File: config.mk
export PLATFORM = sky130hd
export DESIGN_NAME = ros2_app_top
export DESIGN_NICKNAME = d
export VERILOG_FILES = /design/src/ros2_app_pkg.sv /design/src/app_if.sv /design/src/node_cfg.sv /design/src/pub_msg_gen.sv /design/src/pub_serializer.sv /design/src/sub_deframer.sv /design/src/sub_msg_store.sv /design/src/ros2_app_top.sv
export SDC_FILE = /design/constraint.sdc
export NUM_CORES = 1
export LEC_CHECK = 0
export BUFFER_PORTS_ARGS = -buffer_cell sky130_fd_sc_hd__buf_2
export CORE_MARGIN = 1
export CORE_UTILIZATION = 30
export DETAILED_ROUTE_END_ITERATION = 7
export GPL_TIMING_DRIVEN = 0
export PLACE_DENSITY_LB_ADDON = 0.2
export SLEW_MARGIN = 25
export SYNTH_ARGS = -nofsm -noshare
export SYNTH_HDL_FRONTEND = slang
export SYNTH_SLANG_ARGS = --single-unit
File: constraint.sdc
create_clock -name clk_int -period 4.7 [get_ports clk_int]
set_input_delay 0.94 -clock clk_int [delete_from_list [all_inputs] [get_ports clk_int]]
set_output_delay 0.94 -clock clk_int [all_outputs]
set_load 0.05 [all_outputs]
File: src/ros2_app_pkg.sv
/* ROS2 application shared definitions */

package ros2_app_pkg;

    // Fixed text ahead of the message digit
    localparam logic [8*20-1:0] pub_text = "Message From FPGA - ";
    localparam logic [7:0] pub_text_len = 8'd20;

    // CDR string length counts the digit and the terminating zero
    localparam logic [31:0] pub_strlen = 32'(pub_text_len) + 32'd2;

    // Length word plus string bytes
    localparam logic [7:0] pub_msg_len = 8'd4 + pub_strlen[7:0];

    localparam logic [7:0] digit_first = "0";
    localparam logic [7:0] digit_last = "9";

    // Register map
    localparam logic [1:0] cfg_period_addr = 2'd0;
    localparam logic [1:0] cfg_enable_addr = 2'd1;
    localparam logic [1:0] cfg_rx_count_addr = 2'd2;
    localparam logic [1:0] cfg_tx_count_addr = 2'd3;

    localparam int period_w = 32;

endpackage

File: src/app_if.sv
/* Publisher and subscriber buffer interfaces */

interface pub_req_if;
    logic req;
    logic rel;
    logic grant;
    logic [7:0] digit;

    modport requester (output req, output rel, output digit, input grant);
    modport grantor (input req, input rel, input digit, output grant);
endinterface

interface app_data_if #(
    parameter int depth = 32
);
    logic [$clog2(depth)-1:0] addr;
    logic ce;
    logic we;
    logic [7:0] wdata;

    modport writer (output addr, output ce, output we, output wdata);
    modport store (input addr, input ce, input we, input wdata);
endinterface

File: src/node_cfg.sv
/* Node configuration registers */

module node_cfg #(
    parameter logic [ros2_app_pkg::period_w-1:0] default_period = 32'd1000
) (
    input  logic                              clk_int,
    input  logic                              rst_n,
    input  logic                              cfg_we,
    input  logic [1:0]                        cfg_addr,
    input  logic [31:0]                       cfg_wdata,
    output logic [31:0]                       cfg_rdata,
    input  logic                              tx_done,
    input  logic                              rx_done,
    output logic [ros2_app_pkg::period_w-1:0] period,
    output logic                              pub_en,
    output logic                              sub_en
);

    logic [31:0] tx_count;
    logic [31:0] rx_count;

    always_ff @(posedge clk_int or negedge rst_n) begin
        if (!rst_n) begin
            period <= default_period;
            pub_en <= 1'b0;
            sub_en <= 1'b0;
            tx_count <= '0;
            rx_count <= '0;
        end else begin
            if (cfg_we && cfg_addr == ros2_app_pkg::cfg_period_addr) begin
                period <= cfg_wdata[ros2_app_pkg::period_w-1:0];
            end
            if (cfg_we && cfg_addr == ros2_app_pkg::cfg_enable_addr) begin
                pub_en <= cfg_wdata[0];
                sub_en <= cfg_wdata[1];
            end
            // Counters hold at full scale
            if (tx_done && tx_count != '1) begin
                tx_count <= tx_count + 32'd1;
            end
            if (rx_done && rx_count != '1) begin
                rx_count <= rx_count + 32'd1;
            end
        end
    end

    always_comb begin
        case (cfg_addr)
            ros2_app_pkg::cfg_period_addr:   cfg_rdata = 32'(period);
            ros2_app_pkg::cfg_enable_addr:   cfg_rdata = {30'd0, sub_en, pub_en};
            ros2_app_pkg::cfg_rx_count_addr: cfg_rdata = rx_count;
            default:                         cfg_rdata = tx_count;
        endcase
    end

endmodule

File: src/pub_msg_gen.sv
/* Publish interval and buffer request */

module pub_msg_gen (
    input  logic                              clk_int,
    input  logic                              rst_n,
    input  logic [ros2_app_pkg::period_w-1:0] period,
    input  logic                              pub_en,
    pub_req_if.requester                      req_if
);

    logic [ros2_app_pkg::period_w-1:0] timer;

    always_ff @(posedge clk_int or negedge rst_n) begin
        if (!rst_n) begin
            timer <= '0;
            req_if.req <= 1'b0;
            req_if.rel <= 1'b0;
            req_if.digit <= ros2_app_pkg::digit_first;
        end else begin
            req_if.rel <= 1'b0;

            // Buffer handed over, release it at once
            if (req_if.req && req_if.grant) begin
                req_if.req <= 1'b0;
                req_if.rel <= 1'b1;
            end else if (pub_en && !req_if.req && !req_if.rel && timer >= period) begin
                req_if.req <= 1'b1;
            end

            if (req_if.rel) begin
                timer <= '0;
                if (req_if.digit == ros2_app_pkg::digit_last) begin
                    req_if.digit <= ros2_app_pkg::digit_first;
                end else begin
                    req_if.digit <= req_if.digit + 8'd1;
                end
            end else if (pub_en && timer < period) begin
                // Stops at the period until the next release
                timer <= timer + 1'b1;
            end
        end
    end

endmodule

File: src/pub_serializer.sv
/* CDR string message serializer */

module pub_serializer (
    input  logic        clk_int,
    input  logic        rst_n,
    pub_req_if.grantor  req_if,
    output logic        tx_valid,
    output logic [7:0]  tx_data,
    output logic        tx_last
);

    logic [7:0] byte_cnt;
    logic [7:0] txt_idx;
    logic [7:0] digit_q;

    always_ff @(posedge clk_int or negedge rst_n) begin
        if (!rst_n) begin
            req_if.grant <= 1'b0;
            tx_valid <= 1'b0;
            byte_cnt <= '0;
        end else begin
            if (!tx_valid && req_if.rel) begin
                req_if.grant <= 1'b0;
                tx_valid <= 1'b1;
                byte_cnt <= '0;
            end else if (!tx_valid && req_if.req && !req_if.grant) begin
                req_if.grant <= 1'b1;
            end else if (tx_valid) begin
                if (tx_last) begin
                    tx_valid <= 1'b0;
                end
                byte_cnt <= byte_cnt + 8'd1;
            end
        end
    end

    // Digit is held for the whole message
    always_ff @(posedge clk_int) begin
        if (!tx_valid && req_if.rel) begin
            digit_q <= req_if.digit;
        end
    end

    assign tx_last = tx_valid && (byte_cnt == ros2_app_pkg::pub_msg_len - 8'd1);

    always_comb begin
        txt_idx = byte_cnt - 8'd4;
        if (byte_cnt < 8'd4) begin
            // Length word goes out LSB first
            tx_data = ros2_app_pkg::pub_strlen[8*byte_cnt[1:0] +: 8];
        end else if (txt_idx < ros2_app_pkg::pub_text_len) begin
            tx_data = ros2_app_pkg::pub_text[
                8*(ros2_app_pkg::pub_text_len - 8'd1 - txt_idx) +: 8];
        end else if (txt_idx == ros2_app_pkg::pub_text_len) begin
            tx_data = digit_q;
        end else begin
            tx_data = 8'h00;
        end
    end

endmodule

File: src/sub_deframer.sv
/* Received message deframer */

module sub_deframer #(
    parameter int rx_depth = 32,
    localparam int aw = $clog2(rx_depth)
) (
    input  logic        clk_int,
    input  logic        rst_n,
    input  logic        sub_en,
    input  logic        rx_valid,
    input  logic [7:0]  rx_data,
    input  logic        rx_last,
    app_data_if.writer  wr,
    output logic        sub_recv,
    output logic [15:0] sub_len,
    output logic        sub_err
);

    logic [15:0] byte_cnt;
    logic [15:0] byte_cnt_next;
    logic [15:0] str_idx;
    logic [15:0] str_cnt;
    logic [31:0] len_word;
    logic [31:0] len_next;

    always_comb begin
        byte_cnt_next = byte_cnt + 16'd1;
        str_idx = byte_cnt - 16'd4;
        str_cnt = byte_cnt_next - 16'd4;
        len_next = len_word;
        // First four bytes form the little-endian length word
        if (byte_cnt < 16'd4) begin
            len_next[8*byte_cnt[1:0] +: 8] = rx_data;
        end
    end

    always_ff @(posedge clk_int or negedge rst_n) begin
        if (!rst_n) begin
            byte_cnt <= '0;
            sub_recv <= 1'b0;
            sub_len <= '0;
            sub_err <= 1'b0;
            wr.ce <= 1'b0;
            wr.we <= 1'b0;
        end else begin
            sub_recv <= 1'b0;
            wr.ce <= 1'b0;
            wr.we <= 1'b0;
            if (!sub_en) begin
                byte_cnt <= '0;
            end else if (rx_valid) begin
                // Bytes past the store are counted only
                if (byte_cnt >= 16'd4 && str_idx < rx_depth) begin
                    wr.ce <= 1'b1;
                    wr.we <= 1'b1;
                end
                if (rx_last) begin
                    byte_cnt <= '0;
                    sub_recv <= 1'b1;
                    sub_len <= (byte_cnt_next < 16'd4) ? 16'd0 : str_cnt;
                    sub_err <= (byte_cnt_next < 16'd4) || (32'(str_cnt) != len_next);
                end else begin
                    byte_cnt <= byte_cnt_next;
                end
            end
        end
    end

    always_ff @(posedge clk_int) begin
        if (sub_en && rx_valid) begin
            len_word <= len_next;
            wr.addr <= str_idx[aw-1:0];
            wr.wdata <= rx_data;
        end
    end

endmodule

File: src/sub_msg_store.sv
/* Received message store */

module sub_msg_store #(
    parameter int rx_depth = 32,
    localparam int aw = $clog2(rx_depth)
) (
    input  logic          clk_int,
    input  logic          rst_n,
    app_data_if.store     st,
    input  logic [aw-1:0] rd_addr,
    output logic [7:0]    rd_data,
    output logic [3:0]    led
);

    logic [7:0] mem [0:rx_depth-1];

    always_ff @(posedge clk_int) begin
        if (st.ce && st.we) begin
            mem[st.addr] <= st.wdata;
        end
        rd_data <= mem[rd_addr];
    end

    // LEDs follow the first string byte
    always_ff @(posedge clk_int or negedge rst_n) begin
        if (!rst_n) begin
            led <= 4'h0;
        end else if (st.ce && st.we && st.addr == '0) begin
            led <= st.wdata[3:0];
        end
    end

endmodule

File: src/ros2_app_top.sv
/* ROS2 node application top */

module ros2_app_top #(
    parameter logic [ros2_app_pkg::period_w-1:0] default_period = 32'd125000,
    parameter int rx_depth = 32,
    localparam int aw = $clog2(rx_depth)
) (
    input  logic          clk_int,
    input  logic          rst_n,
    input  logic          cfg_we,
    input  logic [1:0]    cfg_addr,
    input  logic [31:0]   cfg_wdata,
    output logic [31:0]   cfg_rdata,
    output logic          tx_valid,
    output logic [7:0]    tx_data,
    output logic          tx_last,
    input  logic          rx_valid,
    input  logic [7:0]    rx_data,
    input  logic          rx_last,
    output logic          sub_recv,
    output logic [15:0]   sub_len,
    output logic          sub_err,
    input  logic [aw-1:0] rd_addr,
    output logic [7:0]    rd_data,
    output logic [3:0]    led
);

    logic [ros2_app_pkg::period_w-1:0] period;
    logic pub_en;
    logic sub_en;

    pub_req_if u_pub_req ();
    app_data_if #(.depth(rx_depth)) u_app_data ();

    node_cfg #(
        .default_period(default_period)
    ) u_node_cfg (
        .clk_int   (clk_int),
        .rst_n     (rst_n),
        .cfg_we    (cfg_we),
        .cfg_addr  (cfg_addr),
        .cfg_wdata (cfg_wdata),
        .cfg_rdata (cfg_rdata),
        .tx_done   (tx_last),
        .rx_done   (sub_recv),
        .period    (period),
        .pub_en    (pub_en),
        .sub_en    (sub_en)
    );

    // Publisher path
    pub_msg_gen u_pub_msg_gen (
        .clk_int (clk_int),
        .rst_n   (rst_n),
        .period  (period),
        .pub_en  (pub_en),
        .req_if  (u_pub_req.requester)
    );

    pub_serializer u_pub_serializer (
        .clk_int  (clk_int),
        .rst_n    (rst_n),
        .req_if   (u_pub_req.grantor),
        .tx_valid (tx_valid),
        .tx_data  (tx_data),
        .tx_last  (tx_last)
    );

    // Subscriber path
    sub_deframer #(
        .rx_depth(rx_depth)
    ) u_sub_deframer (
        .clk_int  (clk_int),
        .rst_n    (rst_n),
        .sub_en   (sub_en),
        .rx_valid (rx_valid),
        .rx_data  (rx_data),
        .rx_last  (rx_last),
        .wr       (u_app_data.writer),
        .sub_recv (sub_recv),
        .sub_len  (sub_len),
        .sub_err  (sub_err)
    );

    sub_msg_store #(
        .rx_depth(rx_depth)
    ) u_sub_msg_store (
        .clk_int (clk_int),
        .rst_n   (rst_n),
        .st      (u_app_data.store),
        .rd_addr (rd_addr),
        .rd_data (rd_data),
        .led     (led)
    );

endmodule

After elaboration in Yosys (flattened, before gate mapping)
Memories as Yosys holds them, arrays and structs flattened. A register that Yosys moved wholly into a read port is not among the register bits.
Cells that the tools add are included.
W data, S select, Z words.
- bits in registers: 242
- bits in writable memories: 256
- logic and storage cells: 118
- input bits: 52
- output and inout bits: 72
- memories: 1
- memories (memory ; depth ; bits a word ; read ports ; clocked after Yosys merged registers in ; write ports ; RTL line ; RTL):
    u_sub_msg_store.mem ; 32 ; 8 ; 1 ; 1 ; 1 ; sub_msg_store.sv:15 ; logic [7:0] mem [0:rx_depth-1];
- reductions and logical operators: 29
- shifts and indexed selects: 4
- eq/ne operators: 10
- add/sub/neg operators: 11
- $lt $le $gt $ge: 8
- mux-type cells: 33
- operator list (operator ; number):
    $shiftx A160 B33 Y8 const A ; 1
    $add A32 B1 Y32 const B ; 3
    $mux W32 ; 3
    $pmux W32 S3 ; 1
    $mux W16 ; 4
    $ne A32 B32 Y1 const B ; 2
    $mux W8 ; 7
    $neg A5 Y34 ; 1
    $shift A8 B34 Y32 const A ; 1
    $shiftx A8 B34 Y32 ; 1
    $bwmux W32 ; 1
    $ge A32 B32 Y1 ; 1
    $lt A16 B3 Y1 const B ; 2
    $lt A32 B32 Y1 ; 1
    $ne A16 B32 Y1 ; 1
    $shiftx A32 B6 Y8 const A ; 1
    $sub A16 B3 Y16 const B ; 2
    $mux W1 ; 17
    $add A16 B1 Y16 const B ; 1
    $add A8 B1 Y8 const B ; 2
    $eq A8 B5 Y1 const B ; 2
    $ge A16 B3 Y1 const B ; 1
    $logic_and A1 B1 Y1 ; 16
    $lt A16 B6 Y1 const B ; 1
    other kinds (15) ; 22

Logic depth before layout (Yosys ltp)
- depth after elaboration: 6
- depth in mapped cells: 14
- mapped depth without buffers: 12

Modules after synthesis
A second synthesis with hierarchy kept.
- cells, all modules: 1877
- area total of the unflattened synthesis: 24843.8 um^2
- by module, submodules not included (module ; times used ; seq. area each (um^2) ; cells each ; area each (um^2)):
    sub_msg_store ; 1 ; 7947.6 ; 427 ; 10214.8
    node_cfg ; 1 ; 2461.1 ; 446 ; 5109.9
    sub_deframer ; 1 ; 2227.1 ; 494 ; 4793.3
    pub_msg_gen ; 1 ; 1053.5 ; 355 ; 3254.4
    pub_serializer ; 1 ; 490.5 ; 155 ; 1471.4

Worst setup path after synthesis
Ideal clock, no wire load.
- kind: reg2out
- from: reg u_pub_serializer.byte_cnt[2]
- to: out tx_data[2]
- cell stages (with the launch flop): 12
- path buffers: 2
- data required time: 3760 ps
- arrival time: 3209 ps
- slack: 551 ps
- cell sequence: dfrtp_1 clkbuf_1 inv_1 ha_1 xor2_1 xor2_1 clkbuf_1 a211oi_1 nor2_1 a21oi_1 a21oi_1 o21ai_0
- cells in the longest elaborated chain, start to end: 5
- elaborated cells between the ends (all ways): 9
- those cells by class: 2 x add/sub; 2 x order compare; 1 x eq/ne; 1 x shift; 3 x mux
- ends and longest elaborated chain (item ; RTL line ; RTL):
    from (decl) ; pub_serializer.sv:12 ; logic [7:0] byte_cnt;
    from (signal assigned) ; pub_serializer.sv:32 ; byte_cnt <= byte_cnt + 8'd1;
    $sub A8 B3 Y8 ; pub_serializer.sv:47 ; txt_idx = byte_cnt - 8'd4;
    $sub A5 B8 Y9 / $eq A8 B5 Y1 (equally long branches) ; pub_serializer.sv:53, pub_serializer.sv:54 ;
    $shiftx A160 B33 Y8 / $mux W8 (equally long branches) ; pub_serializer.sv:52, pub_serializer.sv:54 ;
    $mux W8 ; pub_serializer.sv:51 ; end else if (txt_idx < ros2_app_pkg::pub_text_len) begin
    $mux W8 (*) ; pub_serializer.sv:48 ; if (byte_cnt < 8'd4) begin
    to (decl) ; ros2_app_top.sv:15 ; output logic [7:0] tx_data,
Every way passes the cells marked *; elsewhere a longest branch is shown, timed or not.

Worst setup path in the final report
- from: reg u_pub_serializer.byte_cnt[2]
- to: out tx_data[4]
Same word-level chain as after synthesis.

==> out/metrics.csv <==
stage,metric,value,unit
outcome,status,"finished, final reports clean",
floorplan,width of the die,283,um
cells_and_area,post-route cell area,27700,um2
routing,wire per inst,19.7,um
setup_path,Worst R2R Start,u_sub_deframer.byte_cnt[0],
clock_network,"Reg clk slew, reported paths",0.06,ns
cells_and_area,final net count,2153,
timing,"Hold Vio Cnt, Final",0,
floorplan,initial core utilization,30.4,%
timing,RSZ-0062 raised after global routing,false,
floorplan,io pins,124,
placement,Inst Count DP,3027,
cells_and_area,share of layout cells above drive strength 1,18.7,%
routing,Top Layer Used,met5,
yosys,Post-Syn Area,23700,um2
routing,Vias/cell,4.95,
routing,Initial DRT Pass Iterations,5,
routing,DRC viols,0,
timing,min cycle time layout,4.35,ns
yosys,Cells after Synth,1863,
yosys,"Seq/Total Area, Yosys",59.9,%
yosys,Post-synth EDFFs,309,
timing,clk_skew,0.0363,ns
routing,met2 WL post-DR,29200,um
yosys,"FF+latch count, synth",506,
timing,final max-slew violation count,0,
clock_network,H-tree levels,2,
setup_path,worst path bufs/invs,3,
setup_path,WP depth,12,
setup_path,slowest CP cell,dfrtp_2,
routing,met1 WL,28200,um
placement,Final Wtd Congestion,0.838,
grt,largest net degree at the start of global routing,88,
timing,max frequency,230,MHz
timing,Hold WS,0.227,ns
yosys,"FFs w/ async S/R, synth",37.4,%
cells_and_area,fin cells,3136,
setup_path,"delay-heaviest family, CP",compound AO/OA/AOI/OAI gates,
setup_path,Worst Setup SP,u_pub_serializer.byte_cnt[2],
timing,normalized max-slew margin,31.2,%
setup_path,worst-path maximum fanout,10,
yosys,Synth Net Count,1968,
cells_and_area,FILL cells,7697,
setup_path,Worst Reg-to-Reg Cells,12,
clock_network,TritonCTS clock tree,built,
run,max-cap violations,0,
setup_path,Critical Path Max Stage Delay,0.44,ns
yosys,syn_area_per_cell,12.7,um2
clock_network,Num CTS Buffers,56,
routing,initial DRC count,1016,
floorplan,row count,102,
routing,met3 wire len,2490,um
placement,port buffer count,116,
timing,Final Cycle Share,92.5,%
placement,DP Wirelength,44200,um
cells_and_area,most frequent cells in the layout,"309 x edfxtp_1, 200 x nand2_1, 179 x dfrtp_1",
setup_path,cells along the critical path,clkbuf_2 > inv_1 > ha_1 > nor3_1 > a31oi_1 > o211ai_1 > xnor2_2 > and3_1 > o21ai_0 > a21oi_1 > a211o_1 > buf_2,
setup_path,critical path data arrival time,3.41,ns
grt,GRT overflow,0,
timing,Final setup viols,0,
cells_and_area,Ant. Diodes,0,
clock_network,post-CTS setup buffer count,0,
yosys,Synth warnings,0,
setup_path,CP Capture Type,primary output,
clock_network,hold buffers post-CTS,0,
clock_network,root buffer cell,clkbuf_16,
floorplan,Die ar.,80100,um2
grt,first-pass GRT wire length,95700,um
yosys,post-synthesis cell type count,71,
setup_path,endpoint of the most critical setup path,tx_data[4],
placement,Placed Area,25800,um2
clock_network,CTS max path bufs,3,
setup_path,WS Path Type,flip-flop to primary output,
setup_path,FF-to-FF setup slack,0.43,ns
grt,initial antenna violation count,2,
setup_path,RR Endpoint,u_sub_deframer.sub_len[9],
cells_and_area,"most common cell after layout, fill and taps aside",edfxtp_1,
routing,Post-Route WL,61800,um
grt,vias in the first global route,15905,
routing,DR vias,15535,
clock_network,Sink Count,506,
routing,post-route ant nets,0,
clock_network,Worst-Skew Late Latency,0.63,ns
cells_and_area,Area Overhead vs Synth,16.9,%
pwr,Power per Cell Area,379,nW/um2
hold_path,worst hold path class,input pin to async pin,
setup_path,crit start category,flip-flop,
setup_path,Worst EP required,3.76,ns
floorplan,die height,283,um
grt,Total GRT Usage,15.4,%
timing,worst slew pin tran,1.02,ns
yosys,top_reg_cell synth,edfxtp_1,
pwr,Pleak,10.5,nW
floorplan,Core Region,77800,um2
pwr,maximum vdd drop,0.291,mV
power breakdown:
| part | internal, mW | switching (mW) | total, mW |
|---|---|---|---|
| logic | 0.363 | 0.652 | 1.02 |
| clock network | 2.58 | 1.84 | 4.42 |
| registers | 4.91 | 0.133 | 5.04 |
worst register-to-register path, delay by kind of cell (launching register included):
family / cells / cell delay, ns
AO/OA/AOI/OAI: 4 / 1.32
AND/OR/NAND/NOR: 4 / 0.98
buffers and inverters: 2 / 0.85
flip-flops: 1 / 0.40
adder cells (fa/ha/maj): 1 / 0.33
XOR/XNOR: 1 / 0.23
final cells by class:
| class | count | area, um2 | share of cell area (%) |
|---|---|---|---|
| sequential | 506 | 14200 | 51.2 |
| multi-input combinational | 1187 | 8850 | 32.0 |
| clock buffer | 64 | 1470 | 5.32 |
| tap | 1040 | 1300 | 4.70 |
| timing repair buffer | 127 | 811 | 2.93 |
| buffer | 96 | 399 | 1.44 |
| clock inverter | 42 | 388 | 1.40 |
| inverter | 74 | 278 | 1.00 |
synthesized netlist by cell type (all sizes together), types with 8 or more instances:
cell | instances | area, um2
mux4 | 82 | 1850
buf | 17 | 97.6
and3 | 24 | 150
a21o | 15 | 113
a31oi | 8 | 50.1
inv | 74 | 278
ha | 53 | 663
nand3 | 72 | 365
xnor2 | 85 | 744
and2 | 16 | 100
a22o | 32 | 280
clkbuf | 79 | 297
nor2 | 107 | 402
nand3b | 9 | 67.6
or4 | 9 | 71.3
o21ai | 135 | 676
xor2 | 35 | 307
edfxtp | 309 | 9280
nand4 | 48 | 300
nor2b | 8 | 50.1
dfxtp | 8 | 160
dfrtp | 180 | 4500
nand2 | 200 | 751
mux2 | 44 | 495
o31ai | 16 | 125
dfstp | 9 | 236
nor4 | 19 | 153
nor3 | 27 | 146
or3 | 18 | 113
a21oi | 55 | 275
state kept, by name, indices dropped and copies added, names as in the netlist, 4 cells and up:
| register | count |
|---|---|
| u_sub_deframer.wr.addr | 5 |
| u_pub_msg_gen.req_if.digit | 8 |
| u_pub_serializer.byte_cnt | 8 |
| u_pub_msg_gen.timer | 32 |
| u_sub_msg_store.mem | 256 |
| u_sub_deframer.wr.wdata | 8 |
| u_node_cfg.tx_count | 32 |
| u_node_cfg.period | 32 |
| u_sub_deframer.len_word | 32 |
| u_sub_msg_store.led | 4 |
| u_pub_serializer.digit_q | 8 |
| u_node_cfg.rx_count | 32 |
| u_sub_deframer.sub_len | 16 |
| u_sub_deframer.byte_cnt | 16 |
| u_sub_msg_store.rd_data | 8 |
layer usage:
layer,global-route usage [%],up-vias
met3,2.41,103
met1,20.9,7794
met5,0,-
met2,25.1,319
li1,-,7315
met4,5.07,4
through the flow:
step           worst slack, ns  util, %  power, mW  setup TNS [ns]
2_1_floorplan            0.551        -       5.76               0
3_3_place_gp            -0.774     32.8       6.10         -135.01
3_5_place_dp             0.322     33.1       6.15               0
4_1_cts                0.00740     35.5       10.6               0
5_1_grt                0.00636     35.6       10.9               0
6_report                 0.352     35.6       10.5               0
kinds of logic (layout without fill, tap and decap cells):
group | Yosys count | count (layout) | share of synthesized area, %
muxes | 132 | 132 | 10.1
xor gates and xnor gates | 120 | 120 | 4.44
buffers and inverters | 170 | 403 | 2.84
AOI/OAI and AO/OA | 296 | 296 | 7.64
DFF | 506 | 506 | 59.9
and+or+nand+nor | 586 | 586 | 12.3
adders and majority gates | 53 | 53 | 2.80
repair_timing:
action | CTS | global route
endpoints found under the setup margin | 0 | 8
resized for setup | 0 | 6
hold endpoints to repair | 0 | 0
worst min path at each step:
stage	startpoint	slack, ns	endpoint	cells past startpoint
final	rst_n	0.23	u_pub_serializer.byte_cnt[7]	1
after global routing	rst_n	0.23	u_pub_msg_gen.req_if.digit[0]	1
after CTS	rst_n	0.21	u_pub_msg_gen.timer[8]	1
after detailed placement	u_sub_msg_store.led[1]	0.47	u_sub_msg_store.led[1]	2
after global placement	u_node_cfg.rx_count[18]	0.46	u_node_cfg.rx_count[18]	1
after floorplan	u_pub_serializer.req_if.grant	0.44	u_pub_msg_gen.req_if.req	1
Note: power is estimated with default switching activity, not from simulation.
